--- config.mk ---
export PLATFORM = sky130hd
export DESIGN_NAME = uart_rx_subsystem
export DESIGN_NICKNAME = d
export VERILOG_FILES = /design/src/hdl/uart_pkg.sv /design/src/hdl/uart_rx.sv /design/src/hdl/rx_fifo.sv /design/src/hdl/word_assembler.sv /design/src/hdl/uart_rx_subsystem.sv
export VERILOG_INCLUDE_DIRS = /design/src /design/src/hdl
export SDC_FILE = /design/constraint.sdc
export NUM_CORES = 1
export LEC_CHECK = 0
export BUFFER_PORTS_ARGS = -buffer_cell sky130_fd_sc_hd__buf_2
export CORE_ASPECT_RATIO = 0.5
export CORE_MARGIN = 3
export CORE_UTILIZATION = 50
export CTS_CLUSTER_DIAMETER = 120
export DETAILED_ROUTE_END_ITERATION = 7
export GPL_TIMING_DRIVEN = 0
export PLACE_DENSITY_LB_ADDON = 0.3
export SETUP_SLACK_MARGIN = 0.5
export SYNTH_ARGS = -nofsm -noshare
export SYNTH_HDL_FRONTEND = slang
export SYNTH_SLANG_ARGS = --single-unit
--- constraint.sdc ---
create_clock -name clk -period 4.62 [get_ports clk]
set_clock_uncertainty 0.15 [all_clocks]
set_input_delay 1.386 -clock clk [delete_from_list [all_inputs] [get_ports clk]]
set_output_delay 1.386 -clock clk [all_outputs]
set_load 0.02 [all_outputs]
--- src/hdl/uart_macros.svh ---
`ifndef UART_MACROS_SVH
`define UART_MACROS_SVH

// Receiver bit timing in system clocks

`define UART_CLKS_PER_BIT 16 // One bit period

// Parity sense of the line
// 0 gives even parity and 1 gives odd parity

`define UART_PARITY_ODD 0

// Receive buffer size

`define RX_FIFO_DEPTH_LOG2 3 // 8 entries

`endif

--- src/hdl/uart_pkg.sv ---
package uart_pkg;

    typedef logic [7:0]  uart_byte_t; // One received character
    typedef logic [15:0] rx_word_t;   // First byte in low half

    // Receiver frame position
    typedef enum logic [2:0] {
        rx_idle,
        rx_start,
        rx_data,
        rx_parity,
        rx_stop
    } rx_state_t;

    // Byte pairing position
    typedef enum logic {
        asm_wait_low,
        asm_wait_high
    } asm_state_t;

endpackage

--- src/hdl/uart_rx.sv ---
`timescale 1ns/1ps
`include "uart_macros.svh"

module uart_rx #(
    parameter int CLKS_PER_BIT = `UART_CLKS_PER_BIT,
    parameter int PARITY_ODD   = `UART_PARITY_ODD
) (
    input  logic                 clk,
    input  logic                 reset,
    input  logic                 rx,
    output uart_pkg::uart_byte_t rx_byte,
    output logic                 rx_done,
    output logic                 rx_parity_error,
    output logic                 frame_error
);
    import uart_pkg::*;

    localparam int CNT_W = $clog2(CLKS_PER_BIT + 1);
    localparam logic [CNT_W-1:0] HALF_LAST = CNT_W'(CLKS_PER_BIT / 2 - 1);
    localparam logic [CNT_W-1:0] BIT_LAST  = CNT_W'(CLKS_PER_BIT - 1);

    rx_state_t        state;
    logic [CNT_W-1:0] cnt;          // Position inside current bit
    logic [2:0]       bit_idx;      // Data bit being received
    logic             rx_meta;
    logic             rx_sync;
    logic             rx_prev;      // For start edge detection
    logic             sample;       // Mid-bit strobe
    uart_byte_t       shift_reg;
    logic             par_bit;      // Parity bit as received
    logic             exp_par;      // Parity bit the data calls for

    // Start bit is checked half a bit in, every other bit one full bit later
    assign sample = (state == rx_start) ? (cnt == HALF_LAST) : (cnt == BIT_LAST);

    assign exp_par = (PARITY_ODD != 0) ? ~(^shift_reg) : ^shift_reg;

    always_ff @(posedge clk or posedge reset)
    begin
        if (reset)
        begin
            rx_meta     <= 1'b1; // Line idles high
            rx_sync     <= 1'b1;
            rx_prev     <= 1'b1;
            state       <= rx_idle;
            cnt         <= '0;
            bit_idx     <= '0;
            rx_done     <= 1'b0;
            frame_error <= 1'b0;
        end
        else
        begin
            rx_meta     <= rx;
            rx_sync     <= rx_meta;
            rx_prev     <= rx_sync;
            rx_done     <= 1'b0;
            frame_error <= 1'b0;

            if (state == rx_idle || sample)
                cnt <= '0;
            else
                cnt <= cnt + 1'b1;

            case (state)
                rx_idle:
                begin
                    if (rx_prev && !rx_sync) // Falling edge
                        state <= rx_start;
                end
                rx_start:
                begin
                    if (sample)
                    begin
                        if (rx_sync)
                            state <= rx_idle; // Glitch, not a start bit
                        else
                        begin
                            state   <= rx_data;
                            bit_idx <= '0;
                        end
                    end
                end
                rx_data:
                begin
                    if (sample)
                    begin
                        bit_idx <= bit_idx + 1'b1;
                        if (bit_idx == 3'd7)
                            state <= rx_parity;
                    end
                end
                rx_parity:
                begin
                    if (sample)
                        state <= rx_stop;
                end
                rx_stop:
                begin
                    if (sample)
                    begin
                        rx_done     <= rx_sync;  // Good stop bit
                        frame_error <= !rx_sync; // Byte is dropped
                        state       <= rx_idle;
                    end
                end
                default: state <= rx_idle;
            endcase
        end
    end

    always_ff @(posedge clk)
    begin
        if (sample && state == rx_data)
            shift_reg <= {rx_sync, shift_reg[7:1]}; // LSB arrives first
        if (sample && state == rx_parity)
            par_bit <= rx_sync;
        if (sample && state == rx_stop)
        begin
            rx_byte         <= shift_reg;
            rx_parity_error <= par_bit ^ exp_par;
        end
    end

endmodule

--- src/hdl/rx_fifo.sv ---
`timescale 1ns/1ps
`include "uart_macros.svh"

module rx_fifo #(
    parameter int DEPTH_LOG2 = `RX_FIFO_DEPTH_LOG2
) (
    input  logic                 clk,
    input  logic                 reset,
    input  logic                 wr,
    input  uart_pkg::uart_byte_t wr_byte,
    input  logic                 wr_parity_error,
    input  logic                 rd,
    output uart_pkg::uart_byte_t rd_byte,
    output logic                 rd_parity_error,
    output logic                 empty,
    output logic                 overflow
);
    import uart_pkg::*;

    localparam int DEPTH = 1 << DEPTH_LOG2;

    uart_byte_t          mem_byte [DEPTH];
    logic                mem_par  [DEPTH];
    logic [DEPTH_LOG2:0] wr_ptr;  // Extra bit tells full from empty
    logic [DEPTH_LOG2:0] rd_ptr;
    logic                full;
    logic                rd_en;
    logic                wr_en;

    assign empty = (wr_ptr == rd_ptr);
    assign full  = (wr_ptr[DEPTH_LOG2] != rd_ptr[DEPTH_LOG2]) &&
                   (wr_ptr[DEPTH_LOG2-1:0] == rd_ptr[DEPTH_LOG2-1:0]);

    assign rd_en = rd && !empty;
    assign wr_en = wr && (!full || rd_en); // Read frees the slot when full

    // Show-ahead head entry
    assign rd_byte         = mem_byte[rd_ptr[DEPTH_LOG2-1:0]];
    assign rd_parity_error = mem_par[rd_ptr[DEPTH_LOG2-1:0]];

    always_ff @(posedge clk or posedge reset)
    begin
        if (reset)
        begin
            wr_ptr   <= '0;
            rd_ptr   <= '0;
            overflow <= 1'b0;
        end
        else
        begin
            if (wr_en)
                wr_ptr <= wr_ptr + 1'b1;
            if (rd_en)
                rd_ptr <= rd_ptr + 1'b1;
            if (wr && !wr_en)
                overflow <= 1'b1; // Sticky until reset
        end
    end

    always_ff @(posedge clk)
    begin
        if (wr_en)
        begin
            mem_byte[wr_ptr[DEPTH_LOG2-1:0]] <= wr_byte;
            mem_par[wr_ptr[DEPTH_LOG2-1:0]]  <= wr_parity_error;
        end
    end

endmodule

--- src/hdl/word_assembler.sv ---
`timescale 1ns/1ps

module word_assembler (
    input  logic                 clk,
    input  logic                 reset,
    input  logic                 pause,
    input  uart_pkg::uart_byte_t fifo_byte,
    input  logic                 fifo_parity_error,
    input  logic                 fifo_empty,
    output logic                 fifo_rd,
    output uart_pkg::rx_word_t   word_out,
    output logic                 word_parity_error,
    output logic                 word_valid
);
    import uart_pkg::*;

    asm_state_t state;
    uart_byte_t low_byte;  // First byte of the pair
    logic       low_par;

    // One byte per cycle whenever the head is valid
    assign fifo_rd = !fifo_empty && !pause;

    always_ff @(posedge clk or posedge reset)
    begin
        if (reset)
        begin
            state      <= asm_wait_low;
            word_valid <= 1'b0;
        end
        else
        begin
            word_valid <= 1'b0;
            if (fifo_rd)
            begin
                case (state)
                    asm_wait_low:  state <= asm_wait_high;
                    asm_wait_high:
                    begin
                        state      <= asm_wait_low;
                        word_valid <= 1'b1; // Pair complete
                    end
                    default:       state <= asm_wait_low;
                endcase
            end
        end
    end

    always_ff @(posedge clk)
    begin
        if (fifo_rd && state == asm_wait_low)
        begin
            low_byte <= fifo_byte;
            low_par  <= fifo_parity_error;
        end
        if (fifo_rd && state == asm_wait_high)
        begin
            word_out          <= {fifo_byte, low_byte};
            word_parity_error <= low_par | fifo_parity_error; // Either byte bad
        end
    end

endmodule

--- src/hdl/uart_rx_subsystem.sv ---
`timescale 1ns/1ps
`include "uart_macros.svh"

module uart_rx_subsystem (
    input  logic               clk,
    input  logic               reset,
    input  logic               rx,
    input  logic               pause,
    output uart_pkg::rx_word_t word_out,
    output logic               word_valid,
    output logic               word_parity_error,
    output logic               frame_error,
    output logic               fifo_overflow
);
    import uart_pkg::*;

    uart_byte_t rx_byte;
    logic       rx_done;
    logic       rx_parity_error;
    uart_byte_t fifo_byte;
    logic       fifo_parity_error;
    logic       fifo_empty;
    logic       fifo_rd;

    uart_rx #(
        .CLKS_PER_BIT (`UART_CLKS_PER_BIT),
        .PARITY_ODD   (`UART_PARITY_ODD)
    ) u_rx (
        .clk             (clk),
        .reset           (reset),
        .rx              (rx),
        .rx_byte         (rx_byte),
        .rx_done         (rx_done),
        .rx_parity_error (rx_parity_error),
        .frame_error     (frame_error)
    );

    rx_fifo #(
        .DEPTH_LOG2 (`RX_FIFO_DEPTH_LOG2)
    ) u_fifo (
        .clk             (clk),
        .reset           (reset),
        .wr              (rx_done),
        .wr_byte         (rx_byte),
        .wr_parity_error (rx_parity_error),
        .rd              (fifo_rd),
        .rd_byte         (fifo_byte),
        .rd_parity_error (fifo_parity_error),
        .empty           (fifo_empty),
        .overflow        (fifo_overflow)
    );

    word_assembler u_asm (
        .clk               (clk),
        .reset             (reset),
        .pause             (pause),
        .fifo_byte         (fifo_byte),
        .fifo_parity_error (fifo_parity_error),
        .fifo_empty        (fifo_empty),
        .fifo_rd           (fifo_rd),
        .word_out          (word_out),
        .word_parity_error (word_parity_error),
        .word_valid        (word_valid)
    );

endmodule

==> metrics.cfg <==
[yosys]
synth_edf_count=116
syn-num-nets=290
synth.avg_cell_area_um2=19.56
synth_area_mm2=0.005495
yosys_warnings=0
synthFlopType=edfxtp_1
synth_cell_type_count=44
ys_async_sr_fraction_pct=18.88
synth_seq_area_share_pct=75.75
yosys_register_bits=143
postSynthCellCount=281

[setup_path]
cp.arrival_ns=2.79
r2r-start=u_fifo.wr_ptr[3]
r2r_slack_ns=2.06
critPathKind=primary input to register
cp-end-kind=register
worstPathRequired_ns=4.58
worst_setup_path_start_kind=primary input
worst_r2r_endpoint=u_fifo.mem_par[4]
crit_fanout=5
r2r_cells=5

[grt]
grt_pass1_wl_um=14570
grt_pass1_vias=2689
antenna_found_initial=0
grt_max_degree=28
grtUsageTotal_pct=16.01
overflow=0

[power_and_ir_drop]
p_leak_nw=2.291
powerDensity_mw_per_mm2=578.2
ir_drop_uv=261.2

[timing]
rsz0062_at_grt=false
fin_crit_ns=2.827
slew-limit-headroom_pct=17.06
final.setup.tns_ns=0
worstMarginPinSlew_ns=1.235
finalSetupViolCount=0
timing.fmax_mhz=353.7
slew_viol_final=0
final.setup.worst_slack_ns=1.793
hold_violations=0
fin_crit_sh_pct=61.20

[clock_tree]
cts_hold_buf=0
clock_path_buffers=2
cts_tree=yes
cts_resized=0
cts_sinks=143
post_cts_buffers=0
insertion_delay_ns=0.40
cts-buffers-inserted=17
cts_root_buffer=clkbuf_16
clkTransAtPathRegs_ns=0.06
cts_htree_levels=4

[job]
cap_violations=0

[routing]
firstDrtPassIters=4
drtIter0Drc=171
wl_per_cell_um=18.88
wirelength_um=9025
drc_errors=0
ant_nets=0
via_per_inst=5.450
vias=2605

[place]
place_area_mm2=0.005833
dp_hpwl_um=5814
place_congestion=0.8198
io_buffers=23
dpl_worst_slack_ns=1.358
place_inst=446

[cells_and_area]
fillers=721
areaGrowthSynthToFinish_pct=16.33
final_nets=334
fin_cells=478
design_area_mm2=0.006392
diodes=0
layout-drive-gt1-share_pct=28.99
largest_reg_flops=64

[floorplanning]
fp.dieH_um=80.13
start_util_pct=52.62
coreArea_mm2=0.01044
die_w_um=154.3
die_area_mm2=0.01236
rows=26
io-pin-count=24

[hold_path]
hp-start=u_rx.rx_meta
hp-class=register to register
hold_depth=0
min_to=u_rx.rx_sync

[status]
status=completed

cells by family (layout without fill, tap and decap cells):
kind of cell             count (synthesis)  count (layout)  share of synthesized area (%)
AO/OA/AOI/OAI                           18              18                          2.550
XOR/XNOR                                20              20                          3.324
adder cells (fa/ha/maj)                  5               5                          1.138
buffers and inverters                   13              70                          1.412
flip-flops                             143             143                          75.75
multiplexers                            31              31                          11.00
AND/OR/NAND/NOR                         51              51                          4.827
worst max-delay path, cell delays in order:
cell and delay, ns:
buf_2 0.13, nand2b_1 0.18, nor2_1 0.16, nor4_2 0.65, buf_4 0.28
how the worst max path moves through the flow:
stage           from                     to  slack (ns)  cells past startpoint
2_1_floorplan  pause  u_fifo.mem_byte[4][0]        1.47                      3
3_3_place_gp   pause  u_fifo.mem_byte[4][2]        0.47                      4
3_5_place_dp   pause  u_fifo.mem_byte[1][2]        1.36                      4
4_1_cts        pause  u_fifo.mem_byte[1][3]        1.77                      4
5_1_grt        pause  u_fifo.mem_byte[4][7]        1.67                      5
6_report       pause      u_fifo.mem_par[4]        1.79                      5
where the power goes:
| group | switching, mW | internal, mW |
|---|---|---|
| clock network | 0.507 | 0.761 |
| logic | 0.404 | 0.371 |
| registers | 0.0831 | 1.57 |
| total | 0.994 | 2.70 |
layer usage:
layer | global-route usage [%] | up-vias | share of wire (%)
met2 | 25.74 | 73 | 50
met5 | 0 | - | 0
met1 | 21.03 | 1332 | 43
li1 | - | 1196 | -
met4 | 5.022 | 0 | 0.42
met3 | 5.328 | 4 | 6.1
Yosys cell counts (4+ instances only):
library cell	n	area [um2]
inv_1	6	22.52
mux2_4	8	120.1
mux4_1	6	157.7
nor4_1	5	31.28
xnor2_1	14	122.6
dfrtp_1	24	600.6
mux4_2	12	270.3
nor2_1	15	56.30
nor3_1	7	35.03
buf_2	4	20.02
edfxtp_1	116	3483
ha_1	5	62.56
nand3_1	4	20.02
o21ai_0	4	20.02
xor2_1	5	43.79
nand2_1	6	22.52
mux2_2	4	45.04
cells in the final DEF (no fill, tap or decap), types with 4 or more instances in the layout:
cell type and instances:
mux4_1 6, clkbuf_1 4, xnor2_1 14, nand3_1 4, xor2_1 5, dfrtp_1 24, nor3_2 4, clkbuf_16 17
o21ai_0 4, nor2_1 15, edfxtp_1 116, mux2_4 8, inv_1 6, buf_2 27, nand2_1 6, mux4_2 12
mux2_2 4, ha_1 5
through the flow:
stage          hold WS, ns  utilization [%]  total power, mW
2_1_floorplan       0.1952                -            2.260
3_3_place_gp        0.1962            55.40            2.415
3_5_place_dp        0.1981            55.86            2.461
4_1_cts             0.2070            61.21            3.727
5_1_grt             0.2142            61.21            3.863
6_report            0.2057            61.21            3.696
final cells by class:
type | count | area (um2) | share of cell area, %
tap | 140 | 175.2 | 2.740
sequential | 143 | 4163 | 65.12
clock buffer | 21 | 450.4 | 7.046
buffer | 7 | 55.05 | 0.8612
clock inverter | 11 | 108.9 | 1.703
inverter | 6 | 22.52 | 0.3523
multi-input combinational | 125 | 1287 | 20.14
timing repair buffer | 25 | 130.1 | 2.036
Power figures use the tool's default switching activity.
